$ cat src/design/wb_map_pkg.sv
`default_nettype none

package wb_map_pkg;

  localparam int wb_addr_bits = 8;
  localparam int wb_data_bits = 8;

  typedef logic [wb_addr_bits-1:0] wb_addr_t;
  typedef logic [wb_data_bits-1:0] wb_data_t;

  // address bit 7 set selects PHY register adr[5:0]
  localparam int wb_phy_window_bit = 7;

  // local registers, bit 7 clear
  localparam wb_addr_t wb_status_addr = 8'h00;  // ro: ready, id, vbus, linestate
  localparam wb_addr_t wb_rxcmd_addr  = 8'h01;  // ro: last raw RX CMD
  localparam wb_addr_t wb_event_addr  = 8'h02;  // sticky rx_event, write 1 clears

endpackage

`default_nettype wire

$ cat src/design/ulpi_pkg.sv
`default_nettype none

package ulpi_pkg;

  // ULPI bus byte, both directions
  typedef logic [7:0] ulpi_data_t;

  // immediate register address, the low six bits of a TX CMD
  typedef logic [5:0] ulpi_addr_t;

  // RX CMD layout as the PHY sends it while dir is high
  typedef struct packed {
    logic       alt_int;     // bit 7
    logic       id;          // bit 6, id pin state
    logic [1:0] rx_event;    // 5:4
    logic [1:0] vbus_state;  // 3:2
    logic [1:0] linestate;   // 1:0, dp/dm
  } ulpi_rx_cmd_t;

  // one byte from the PHY, read data or RX CMD depending on bus phase
  typedef union packed {
    ulpi_data_t   raw;  // register read data
    ulpi_rx_cmd_t cmd;  // status byte
  } ulpi_rx_byte_u;

  // TX CMD prefixes, sit above the 6-bit address
  localparam logic [1:0] tx_cmd_reg_write = 2'b10;
  localparam logic [1:0] tx_cmd_reg_read  = 2'b11;

  // PHY reset released when the top counter bit sets (16 cycles)
  localparam int rst_count_bits = 5;

  // internal reset release delay, in sys_clock cycles
  localparam int rst_delay_stages = 3;

endpackage

`default_nettype wire
$ cat src/design/ulpi_reg_if.sv
`timescale 1ns/100ps
`default_nettype none

// register access request, control side to bus engine
interface ulpi_reg_if;
  import ulpi_pkg::*;

  logic       req;    // held until done
  logic       write;  // 1 = register write, 0 = read
  ulpi_addr_t addr;
  ulpi_data_t wdata;
  ulpi_data_t rdata;  // valid with done
  logic       done;   // one cycle

  modport ctrl (
    output req,
    output write,
    output addr,
    output wdata,
    input  rdata,
    input  done
  );

  modport eng (
    input  req,
    input  write,
    input  addr,
    input  wdata,
    output rdata,
    output done
  );

endinterface

`default_nettype wire

$ cat src/design/ulpi_top.sv
`timescale 1ns/100ps
`default_nettype none

module ulpi_top (
  input  logic                 sys_clock,
  input  logic                 areset_n,
  input  logic                 wb_cyc,
  input  logic                 wb_stb,
  input  logic                 wb_we,
  input  wb_map_pkg::wb_addr_t wb_adr,
  input  wb_map_pkg::wb_data_t wb_dat_w,
  output wb_map_pkg::wb_data_t wb_dat_r,
  output logic                 wb_ack,
  input  logic                 ulpi_dir,
  input  logic                 ulpi_nxt,
  input  ulpi_pkg::ulpi_data_t ulpi_data_in,
  output ulpi_pkg::ulpi_data_t ulpi_data_out,
  output logic                 ulpi_data_oe,
  output logic                 ulpi_stp,
  output logic                 ulpi_rst_n
);
  import ulpi_pkg::*;

  logic          usb_reset;
  logic          read_pending;  // engine to monitor
  logic [1:0]    event_clear;
  logic [1:0]    linestate;
  logic [1:0]    vbus_state;
  logic          id;
  logic [1:0]    events;
  ulpi_rx_byte_u rx_last;

  ulpi_reg_if reg_bus ();

  ulpi_reset u_reset (
    .sys_clock  (sys_clock),
    .areset_n   (areset_n),
    .ulpi_dir   (ulpi_dir),
    .ulpi_rst_n (ulpi_rst_n),
    .usb_reset  (usb_reset)
  );

  ulpi_reg_access u_engine (
    .sys_clock     (sys_clock),
    .areset_n      (areset_n),
    .usb_reset     (usb_reset),
    .reg_bus       (reg_bus.eng),
    .ulpi_dir      (ulpi_dir),
    .ulpi_nxt      (ulpi_nxt),
    .ulpi_data_in  (ulpi_data_in),
    .ulpi_data_out (ulpi_data_out),
    .ulpi_data_oe  (ulpi_data_oe),
    .ulpi_stp      (ulpi_stp),
    .read_pending  (read_pending)
  );

  ulpi_rx_monitor u_monitor (
    .sys_clock    (sys_clock),
    .areset_n     (areset_n),
    .usb_reset    (usb_reset),
    .ulpi_dir     (ulpi_dir),
    .ulpi_nxt     (ulpi_nxt),
    .ulpi_data_in (ulpi_data_in),
    .read_pending (read_pending),
    .event_clear  (event_clear),
    .rx_last      (rx_last),
    .linestate    (linestate),
    .vbus_state   (vbus_state),
    .id           (id),
    .events       (events)
  );

  ulpi_control u_control (
    .sys_clock   (sys_clock),
    .areset_n    (areset_n),
    .usb_reset   (usb_reset),
    .wb_cyc      (wb_cyc),
    .wb_stb      (wb_stb),
    .wb_we       (wb_we),
    .wb_adr      (wb_adr),
    .wb_dat_w    (wb_dat_w),
    .wb_dat_r    (wb_dat_r),
    .wb_ack      (wb_ack),
    .reg_bus     (reg_bus.ctrl),
    .rx_last     (rx_last),
    .linestate   (linestate),
    .vbus_state  (vbus_state),
    .id          (id),
    .events      (events),
    .event_clear (event_clear)
  );

endmodule

`default_nettype wire

$ cat src/design/ulpi_control.sv
`timescale 1ns/100ps
`default_nettype none

module ulpi_control (
  input  logic                    sys_clock,
  input  logic                    areset_n,
  input  logic                    usb_reset,
  input  logic                    wb_cyc,
  input  logic                    wb_stb,
  input  logic                    wb_we,
  input  wb_map_pkg::wb_addr_t    wb_adr,
  input  wb_map_pkg::wb_data_t    wb_dat_w,
  output wb_map_pkg::wb_data_t    wb_dat_r,
  output logic                    wb_ack,
  ulpi_reg_if.ctrl                reg_bus,
  input  ulpi_pkg::ulpi_rx_byte_u rx_last,
  input  logic [1:0]              linestate,
  input  logic [1:0]              vbus_state,
  input  logic                    id,
  input  logic [1:0]              events,
  output logic [1:0]              event_clear
);
  import ulpi_pkg::*;
  import wb_map_pkg::*;

  logic       wb_start;     // new cycle, not acked yet
  logic       phy_sel;      // PHY register window
  logic       phy_busy;     // PHY access in flight
  ulpi_addr_t phy_addr;
  wb_data_t   status_word;
  wb_data_t   local_dat;

  assign wb_start = wb_cyc && wb_stb && !wb_ack && !phy_busy;
  assign phy_sel  = wb_adr[wb_phy_window_bit];
  assign phy_addr = wb_adr[$bits(ulpi_addr_t)-1:0];

  // master holds adr and data until ack, so these stay stable under req
  assign reg_bus.write = wb_we;
  assign reg_bus.addr  = phy_addr;
  assign reg_bus.wdata = wb_dat_w;

  // ready in bit 7, rest in RX CMD positions
  assign status_word = {!usb_reset, id, 2'b00, vbus_state, linestate};

  always_comb begin
    case (wb_adr)
      wb_status_addr: local_dat = status_word;
      wb_rxcmd_addr:  local_dat = rx_last.raw;
      wb_event_addr:  local_dat = {6'b000000, events};
      default:        local_dat = '0;  // unmapped reads as zero
    endcase
  end

  // write 1 clears, ro registers just ack
  assign event_clear = (wb_start && !phy_sel && wb_we && wb_adr == wb_event_addr) ?
                       wb_dat_w[1:0] : 2'b00;

  always_ff @(posedge sys_clock or negedge areset_n) begin
    if (!areset_n) begin
      wb_ack      <= 1'b0;
      phy_busy    <= 1'b0;
      reg_bus.req <= 1'b0;
    end else begin
      wb_ack <= 1'b0;  // single cycle pulse
      if (wb_start && !phy_sel) begin
        wb_ack <= 1'b1;  // local, next cycle
      end else if (wb_start) begin
        phy_busy    <= 1'b1;
        reg_bus.req <= !usb_reset;  // waits out the reset sequence
      end
      if (phy_busy) begin
        if (reg_bus.done) begin
          reg_bus.req <= 1'b0;
          phy_busy    <= 1'b0;
          wb_ack      <= 1'b1;
        end else if (!usb_reset) begin
          reg_bus.req <= 1'b1;
        end
      end
    end
  end

  always_ff @(posedge sys_clock) begin
    if (wb_start && !phy_sel) begin
      wb_dat_r <= local_dat;
    end else if (phy_busy && reg_bus.done) begin
      wb_dat_r <= reg_bus.rdata;  // stale on writes, master ignores it
    end
  end

  a_ack_pulse: assert property (
    @(posedge sys_clock) disable iff (!areset_n)
    wb_ack |=> !wb_ack
  ) else $error("wb_ack held for two cycles");

endmodule

`default_nettype wire

$ cat src/design/ulpi_rx_monitor.sv
`timescale 1ns/100ps
`default_nettype none

module ulpi_rx_monitor (
  input  logic                    sys_clock,
  input  logic                    areset_n,
  input  logic                    usb_reset,
  input  logic                    ulpi_dir,
  input  logic                    ulpi_nxt,
  input  ulpi_pkg::ulpi_data_t    ulpi_data_in,
  input  logic                    read_pending,
  input  logic [1:0]              event_clear,  // write-1-to-clear mask
  output ulpi_pkg::ulpi_rx_byte_u rx_last,
  output logic [1:0]              linestate,
  output logic [1:0]              vbus_state,
  output logic                    id,
  output logic [1:0]              events
);
  import ulpi_pkg::*;

  logic          dir_q;         // first dir-high cycle is turnaround
  logic          rx_cmd_valid;
  ulpi_rx_byte_u rx_byte;

  assign rx_byte.raw = ulpi_data_in;

  // nxt high would mean packet data, read_pending means register data
  assign rx_cmd_valid = ulpi_dir && dir_q && !ulpi_nxt && !read_pending;

  always_ff @(posedge sys_clock or negedge areset_n) begin
    if (!areset_n) begin
      dir_q   <= 1'b0;
      rx_last <= '0;
      events  <= '0;
    end else if (usb_reset) begin
      dir_q   <= 1'b0;
      rx_last <= '0;
      events  <= '0;
    end else begin
      dir_q <= ulpi_dir;
      if (rx_cmd_valid) begin
        rx_last <= rx_byte;
      end
      // a new event wins over a clear in the same cycle
      events <= (events & ~event_clear) | (rx_cmd_valid ? rx_byte.cmd.rx_event : 2'b00);
    end
  end

  assign linestate  = rx_last.cmd.linestate;
  assign vbus_state = rx_last.cmd.vbus_state;
  assign id         = rx_last.cmd.id;

endmodule

`default_nettype wire

$ cat src/design/ulpi_reg_access.sv
`timescale 1ns/100ps
`default_nettype none

module ulpi_reg_access (
  input  logic                 sys_clock,
  input  logic                 areset_n,
  input  logic                 usb_reset,
  ulpi_reg_if.eng              reg_bus,
  input  logic                 ulpi_dir,
  input  logic                 ulpi_nxt,
  input  ulpi_pkg::ulpi_data_t ulpi_data_in,
  output ulpi_pkg::ulpi_data_t ulpi_data_out,
  output logic                 ulpi_data_oe,
  output logic                 ulpi_stp,
  output logic                 read_pending  // read turnaround, to the monitor
);
  import ulpi_pkg::*;

  typedef enum logic [2:0] {
    st_idle,
    st_cmd,    // TX CMD on the bus until nxt
    st_wdata,  // write data until nxt
    st_stop,   // stp, bus at zero
    st_turn,   // read, waiting for dir
    st_rdata   // read data on the bus
  } state_t;

  state_t     state;
  state_t     state_next;
  ulpi_data_t tx_cmd;
  logic       link_drive;

  assign tx_cmd = {(reg_bus.write ? tx_cmd_reg_write : tx_cmd_reg_read), reg_bus.addr};

  always_comb begin
    state_next = state;
    case (state)
      st_idle: begin
        // done still high here means req is about to drop
        if (reg_bus.req && !reg_bus.done && !ulpi_dir) state_next = st_cmd;
      end
      st_cmd: begin
        if (ulpi_dir) state_next = st_idle;  // aborted, retry when dir falls
        else if (ulpi_nxt) state_next = reg_bus.write ? st_wdata : st_turn;
      end
      st_wdata: begin
        if (ulpi_dir) state_next = st_idle;
        else if (ulpi_nxt) state_next = st_stop;
      end
      st_stop: state_next = st_idle;
      st_turn: begin
        if (ulpi_dir) state_next = st_rdata;  // turnaround cycle
      end
      st_rdata: state_next = st_idle;
      default: state_next = st_idle;
    endcase
  end

  always_ff @(posedge sys_clock or negedge areset_n) begin
    if (!areset_n) begin
      state        <= st_idle;
      reg_bus.done <= 1'b0;
    end else if (usb_reset) begin
      state        <= st_idle;
      reg_bus.done <= 1'b0;
    end else begin
      state        <= state_next;
      reg_bus.done <= (state == st_stop) || (state == st_rdata);  // cycle after
    end
  end

  // read byte, one cycle after dir rose
  always_ff @(posedge sys_clock) begin
    if (state == st_rdata) begin
      reg_bus.rdata <= ulpi_data_in;
    end
  end

  // never drive against the PHY
  assign link_drive   = (state == st_cmd || state == st_wdata || state == st_stop) && !ulpi_dir;
  assign ulpi_data_oe = link_drive;
  assign ulpi_stp     = (state == st_stop) && !ulpi_dir;
  assign read_pending = (state == st_turn) || (state == st_rdata);

  always_comb begin
    ulpi_data_out = '0;  // idle and stp cycles
    if (link_drive) begin
      case (state)
        st_cmd:   ulpi_data_out = tx_cmd;
        st_wdata: ulpi_data_out = reg_bus.wdata;
        default:  ulpi_data_out = '0;
      endcase
    end
  end

  // off the bus while dir is high and in the turnaround after it falls
  a_no_contention: assert property (
    @(posedge sys_clock) disable iff (!areset_n)
    !(ulpi_data_oe && (ulpi_dir || $past(ulpi_dir)))
  ) else $error("link drives the ULPI bus while the PHY owns it or in turnaround");

  // done only ends a request the control side still holds
  a_done_in_req: assert property (
    @(posedge sys_clock) disable iff (!areset_n)
    reg_bus.done |-> reg_bus.req
  ) else $error("done without req");

endmodule

`default_nettype wire

$ cat src/design/ulpi_reset.sv
`timescale 1ns/100ps
`default_nettype none

module ulpi_reset (
  input  logic sys_clock,
  input  logic areset_n,
  input  logic ulpi_dir,
  output logic ulpi_rst_n,  // to PHY, active low
  output logic usb_reset    // internal, active high
);
  import ulpi_pkg::*;

  logic [rst_count_bits-1:0]   reset_count;
  logic [rst_delay_stages-1:0] reset_delay;
  logic                        bus_free;     // sticky, PHY let go of dir once
  logic                        bus_free_now;

  assign ulpi_rst_n = reset_count[rst_count_bits-1];
  assign usb_reset  = reset_delay[rst_delay_stages-1];

  // PHY holds dir high until its clock is up
  assign bus_free_now = ulpi_rst_n && !ulpi_dir;

  // saturates once the top bit sets
  always_ff @(posedge sys_clock or negedge areset_n) begin
    if (!areset_n) begin
      reset_count <= '0;
    end else if (!reset_count[rst_count_bits-1]) begin
      reset_count <= reset_count + rst_count_bits'(1);
    end
  end

  // later dir activity (RX CMDs) must not re-enter reset
  always_ff @(posedge sys_clock or negedge areset_n) begin
    if (!areset_n) begin
      bus_free <= 1'b0;
    end else if (bus_free_now) begin
      bus_free <= 1'b1;
    end
  end

  always_ff @(posedge sys_clock or negedge areset_n) begin
    if (!areset_n) begin
      reset_delay <= '1;
    end else begin
      reset_delay <= {reset_delay[rst_delay_stages-2:0], !(bus_free || bus_free_now)};
    end
  end

  // internal logic stays in reset as long as the PHY does
  a_reset_order: assert property (
    @(posedge sys_clock) disable iff (!areset_n)
    !ulpi_rst_n |-> usb_reset
  ) else $error("usb_reset released while PHY still in reset");

endmodule

`default_nettype wire

$ cat config.mk
export PLATFORM = sky130hd
export DESIGN_NAME = ulpi_top
export DESIGN_NICKNAME = d
export VERILOG_FILES = /design/src/design/wb_map_pkg.sv /design/src/design/ulpi_pkg.sv /design/src/design/ulpi_reg_if.sv /design/src/design/ulpi_top.sv /design/src/design/ulpi_control.sv /design/src/design/ulpi_rx_monitor.sv /design/src/design/ulpi_reg_access.sv /design/src/design/ulpi_reset.sv
export SDC_FILE = /design/constraint.sdc
export NUM_CORES = 1
export LEC_CHECK = 0
export ABC_AREA = 1
export BUFFER_PORTS_ARGS = -buffer_cell sky130_fd_sc_hd__clkbuf_2
export CELL_PAD_IN_SITES_DETAIL_PLACEMENT = 1
export CELL_PAD_IN_SITES_GLOBAL_PLACEMENT = 1
export CORE_UTILIZATION = 35
export CTS_CLUSTER_DIAMETER = 30
export DETAILED_ROUTE_END_ITERATION = 6
export GPL_TIMING_DRIVEN = 0
export PLACE_DENSITY = 0.8
export SLEW_MARGIN = 10
export SYNTH_ARGS = -nofsm -noshare
export SYNTH_HDL_FRONTEND = slang
export SYNTH_SLANG_ARGS = --single-unit
$ cat constraint.sdc
create_clock -name sys_clock -period 1.4 [get_ports sys_clock]
set_input_delay 0.14 -clock sys_clock [delete_from_list [all_inputs] [get_ports sys_clock]]
set_output_delay 0.14 -clock sys_clock [all_outputs]
set_load 0.02 [all_outputs]
Word level (Yosys, flattened, before mapping):

Cells that the tools add are included.
Widths: inputs -> output; s select.

* add/sub/neg operators: 1
* reduce and logical (&&, ||, !) cells: 34
* equality and inequality tests: 11
* multiplexer cells: 35
* shift-type cells: 0
* bitwise logic cells: 3
* divide/modulo/power cells: 0
* magnitude comparators: 0
* multiply operators: 0

Operators by type and width (number)
* $mux 8: 5
* $mux 3: 8
* $pmux 8 s3: 1
* $pmux 8 s2: 1
* $logic_and 1x1->1: 15
* $mux 1: 15
* $pmux 3 s4: 1
* $logic_not 1->1: 9
* $eq 8x1->1 const B: 1
* $eq 8x2->1 const B: 1
* $logic_not 8->1: 1
* $ne 4x4->1 const B: 2
* $eq 3x2->1 const B: 2
* $eq 3x3->1 const B: 2
* $mux 2: 3
* $add 5x1->5 const B: 1
* $logic_or 1x1->1: 5
* $mux 5: 1
* $reduce_and 4->1: 1
* $reduce_bool 2->1: 2
* $eq 3x1->1 const B: 1
* $logic_not 3->1: 1
* $ne 3x2->1 const B: 1
* $ne 3x3->1 const B: 1
* 3 further kinds: 3

* ROM bits: 0
* latch bits: 0
* output and inout port bits: 20
* memories kept: 0
* bits of input ports: 31
* RAM bits: 0
* logic and storage cells: 98
* flip-flop bits (word level): 43

Longest topological paths before layout:

* word-level depth: 11
* mapped depth: 8
* mapped depth without buffers: 8

Cells and area by module:

From an unflattened synthesis, not the netlist that was laid out.

* cells, all modules: 285
* area, all modules: 2343.5 um2

By module, submodules not included
* ulpi_control: instances 1, seq. area each 315.3 um2, cells each 113, area each 819.5 um2
* ulpi_reg_access: instances 1, seq. area each 340.3 um2, cells each 84, area each 666.9 um2
* ulpi_rx_monitor: instances 1, seq. area each 275.3 um2, cells each 54, area each 508.0 um2
* ulpi_reset: instances 1, seq. area each 229.0 um2, cells each 34, area each 349.1 um2

Least setup slack after synthesis:

Ideal clock, no wire load.

* path type: reg-to-reg
* from: register u_control.wb_ack
* to: register u_control.wb_dat_r[0], enable pin
* setup time: 329 ps
* data required time: 1071 ps
* stages on the path, launching flop included: 6
* setup slack: -169 ps
* buffers on the path: 0
* data arrival time: 1240 ps
* clock period less this slack: 1569 ps
* cells stage by stage: dfrtp_1 > inv_1 > nand3_1 > nor3_4 > inv_2 > nand2_1

* word-level cells in the longest chain between the ends: 5

Ends and longest elaborated chain
* start: declaration: line ulpi_control.sv:14 `output logic wb_ack,`
* start signal: assignment: line ulpi_control.sv:60 `wb_ack <= 1'b0;`
* start signal: assignment: line ulpi_control.sv:64 `wb_ack <= 1'b0;`
* start signal: assignment: line ulpi_control.sv:66 `wb_ack <= 1'b1;`
* $logic_not 1->1: line ulpi_control.sv:33 `assign wb_start = wb_cyc && wb_stb && !wb_ack && !phy_busy;`
* $logic_and 1x1->1 (2 in series): line ulpi_control.sv:33
* $logic_and 1x1->1: line ulpi_control.sv:84 `if (wb_start && !phy_sel) begin`
* $reduce_bool 2->1 (no line)
* end signal: assignment: line ulpi_control.sv:85 `wb_dat_r <= local_dat;`
* end signal: assignment: line ulpi_control.sv:87 `wb_dat_r <= reg_bus.rdata;`
* end: declaration: line ulpi_control.sv:13 `output wb_map_pkg::wb_data_t wb_dat_r,`

Every way passes these cells.
A chain may end at the register's enable or synchronous reset.

Worst setup path after layout:

* from: register u_engine.state[1]
* to: output port ulpi_data_out[6]

* word-level cells in the longest chain between the ends: 5
* elaborated cells on any way between the ends: 8
* classes of those cells: eq/ne: 3; mux: 2; reduce/logical: 3

Ends and longest elaborated chain
* start: declaration: line ulpi_reg_access.sv:28 `state_t state;`
* start signal: assignment: line ulpi_reg_access.sv:61 `state <= st_idle;`
* start signal: assignment: line ulpi_reg_access.sv:64 `state <= st_idle;`
* start signal: assignment: line ulpi_reg_access.sv:67 `state <= state_next;`
* $eq 3x1->1 or $eq 3x2->1 (tied branches): line ulpi_reg_access.sv:80, ulpi_reg_access.sv:88
* $logic_or 1x1->1 (2 in series): line ulpi_reg_access.sv:80 `assign link_drive = (state == st_cmd || state == st_wdata || state == st_stop) && !ulpi_dir;`
* $logic_and 1x1->1: line ulpi_reg_access.sv:80
* $mux 8 (*): line ulpi_reg_access.sv:87 `if (link_drive) begin`
* end: declaration: line ulpi_top.sv:17 `output ulpi_pkg::ulpi_data_t ulpi_data_out,`

Mark *: on every way between the ends. The rest lies on a longest branch, timed or not.

==> impl_metrics.yaml <==
timing:
  slew_headroom: 0.463
  max_slew.worst_pin.slew_ns: 0.803
  finalHoldViolCount: 0
  clock_skew_ns: 0.0112
  setup_ws_ns: -0.264
  post-route-min-period_ns: 1.66
  period_share: 1.19
  fmax_mhz: 601
  setup_violations: 21
  rsz0062_at_grt: "yes"
  drv_slew: 0
worst_setup_path:
  cp_slowest_cell: "dfrtp_1"
  critPathMaxStageDelay_ns: 0.42
  arrival_ns: 1.52
  path_class: "register to output port"
  crit_fanout: 8
  worstReg2RegStart: "u_engine.state[2]$_DFFE_PN0P_"
  crit_path_start: "u_engine.state[1]$_DFFE_PN0P_"
  path_cells: "inv_2, nand2_4, nor2_4, nand2_2, a21oi_2, clkbuf_8"
  cp-start-kind: "register"
  required_ns: 1.26
  endpoint_kind: "output port"
layout:
  fillers: 667
  final_common_cell: "nand2_1"
  stdcell_count: 364
  regArea_um2: 1160
  final_cell_area_um2: 2790
  utilization: 0.510
  fin_nets: 323
  area_delta_synth_final_pct: 40.6
  n_antenna_cell: 0
  final_cell_mix: "65 x nand2_1, 41 x clkbuf_2, 21 x dfrtp_1, 16 x edfxtp_1, 15 x inv_1"
  multi_input_area_um2: 873
  drive_gt1_frac: 0.418
power_and_ir_drop:
  power_switching_mw: 1.60
  power_frac_clock: 0.182
  powerDensity_nw_per_um2: 1480
  p_comb_frac: 0.386
  p_int_mw: 2.54
  fin_total_pwr_mw: 4.14
  vdd_drop_max_uv: 580
  power_leakage_nw: 1.25
  sw_frac_of_total: 0.386
  seqPwrFrac: 0.431
route:
  dr.pass1.iters: 4
  postRouteAntennaNets: 0
  num_vias: 1800
  drt_iter0_drc: 66
  remaining_drc_errors: 0
  totalWireLength_um: 5660
  via_per_inst: 4.95
  wl_per_cell_um: 15.5
synthesis:
  synth_xor_area_frac: 0.0132
  ys_seq_elements: 43
  syn_avg_cell_area_um2: 9.20
  synth-simple-area-share: 0.274
  synthAdderAreaFrac: 0.00630
  synth_compound_area_frac: 0.0793
  syn_area_um2: 1990
  seq_area_frac_synth: 0.584
  ys_types: 26
  synth_warnings: 0
  netlist_instances: 216
  synth.mux.area_fraction: 0
  syn_nets: 248
  synth_top_family_by_area: "simple AND/OR/NAND/NOR gates"
global_route:
  track_usage: 0.187
  grt_overflow: 0
  grt_max_degree: 28
  antenna_found_initial: 0
  grt_pass1_wl_um: 8670
  first_global_vias: 1849
job:
  drv_cap: 0
floorplanning:
  io_pins: 51
  coreArea_um2: 5470
  die_x_um: 77.3
  initial_utilization: 0.363
  row_count: 27
  die_area_um2: 5980
  die_height_um: 77.3
placed_design:
  dp_hpwl_um: 3860
  placed_area_um2: 2380
  portBuffers: 50
  place_congestion: 0.765
  placed_cells: 338
clock_tree:
  cts_tree: "done"
  htree_levels: 2
  cts-root-buf: "clkbuf_8"
  cts.clk_slew.worst_paths_ns: 0.08
  clk_latency_ns: 0.30
  cts_buffers: 5
  clkSinkCount: 43
  clock_path_buffers: 2
outcome:
  status: "complete, but fails checks"
  violations: "negative setup slack"
worst_hold_path:
  hold_path_class: "primary input to register"
  min_from: "ulpi_data_in[2]"
## Yosys cell counts (all sizes together)
| master | n | share of area |
|---|---|---|
| ha | 1 | 0.0063 |
| o21ai | 17 | 0.047 |
| nand2 | 80 | 0.15 |
| nand4 | 9 | 0.036 |
| edfxtp | 16 | 0.24 |
| clkinv | 1 | 0.0019 |
| a21oi | 10 | 0.025 |
| clkbuf | 1 | 0.0019 |
| nor3 | 2 | 0.013 |
| xnor2 | 2 | 0.0088 |
| a21boi | 1 | 0.0038 |
| xor2 | 1 | 0.0044 |
| nand3 | 13 | 0.038 |
| inv | 21 | 0.040 |
| o211ai | 1 | 0.0038 |
| nor2 | 13 | 0.032 |
| dfstp | 3 | 0.040 |
| dfrtp | 24 | 0.30 |
## kinds of logic (layout without fill, tap and decap cells)
group                    after synthesis  count (layout)
flip-flops                            43              43
AO/OA/AOI/OAI                         29              29
AND/OR/NAND/NOR                      117             117
XOR/XNOR                               3               3
buffers and inverters                 23              99
adder cells (fa/ha/maj)                1               1
## registers in the layout, summed over array words and instances (netlist names)
signal and cells:
u_engine.state 3, u_monitor.events 2, u_reset.reset_delay 3, u_control.phy_busy 1, u_engine.reg_bus.rdata 8, u_monitor.dir_q 1, u_control.wb_dat_r 8, u_control.reg_bus.req 1
u_reset.reset_count 5, u_reset.bus_free 1, u_engine.reg_bus.done 1, u_control.wb_ack 1, u_monitor.rx_last 8
## path summary, 6_finish.rpt
path                       slack, ns  cells past startpoint                                   to
max                            -0.26                      6                     ulpi_data_out[6]
min                             0.03                      1  u_engine.reg_bus.rdata[2]$_DFFE_PP_
max reg2reg                    -0.20                      2  u_engine.reg_bus.rdata[6]$_DFFE_PP_
min reg2reg                     0.36                      0     u_reset.reset_delay[2]$_DFF_PN1_
max in group asynchronous       0.47                      2        u_engine.state[2]$_DFFE_PN0P_
min in group asynchronous       0.44                      2         u_control.phy_busy$_DFF_PN0_
## worst max-delay path, delay by kind of cell (launching register included)
kind	cells	cell delay [ns]
simple gates	3	0.42
flops	1	0.42
compound gates	1	0.14
buf+inv	2	0.25
## through the flow
stage	hold WS, ns	worst slack, ns	TNS [ns]
2_1_floorplan	-0.156	-0.0808	-0.898
3_3_place_gp	0.203	-0.249	-5.58
3_5_place_dp	0.212	-0.298	-6.94
4_1_cts	0.0256	-0.271	-3.89
5_1_grt	0.0247	-0.376	-5.62
6_report	0.0327	-0.264	-3.99
## routing by layer
layer	global-route usage	share of wire
met1	0.224	0.41
met2	0.338	0.55
met3	0.0318	0.022
met4	0.0604	0.024
met5	0	0
## power by group through the flow
| stage | Clock (mW) | Sequential, mW | Combinational [mW] |
|---|---|---|---|
| 3_5_place_dp | 0 | 1.78 | 1.21 |
| 4_1_cts | 0.779 | 1.77 | 1.43 |
| 2_1_floorplan | 0 | 1.80 | 0.804 |
| 3_3_place_gp | 0 | 1.76 | 1.17 |
| 5_1_grt | 0.820 | 1.81 | 1.75 |
| 6_report | 0.756 | 1.78 | 1.60 |
## area by class of cell
cell class / instances / area share
clock inverters: 3 / 0.00538
repair inverters: 2 / 0.00538
flip-flops and latches: 43 / 0.417
repair buffers: 66 / 0.168
inverters: 22 / 0.0332
multi-input cells: 150 / 0.313
clock buffers: 5 / 0.0246
well taps: 72 / 0.0323
plain buffers: 1 / 0.00179
## timing repair
item,CTS,global route
resized for setup,29,32
hold buffers,1,0
endpoints found under the setup margin,38,41
hold endpoints to repair,24,0
gates cloned,0,2
setup buffers,9,6
pin swaps,16,6
Note: power is estimated with default switching activity, not from simulation.
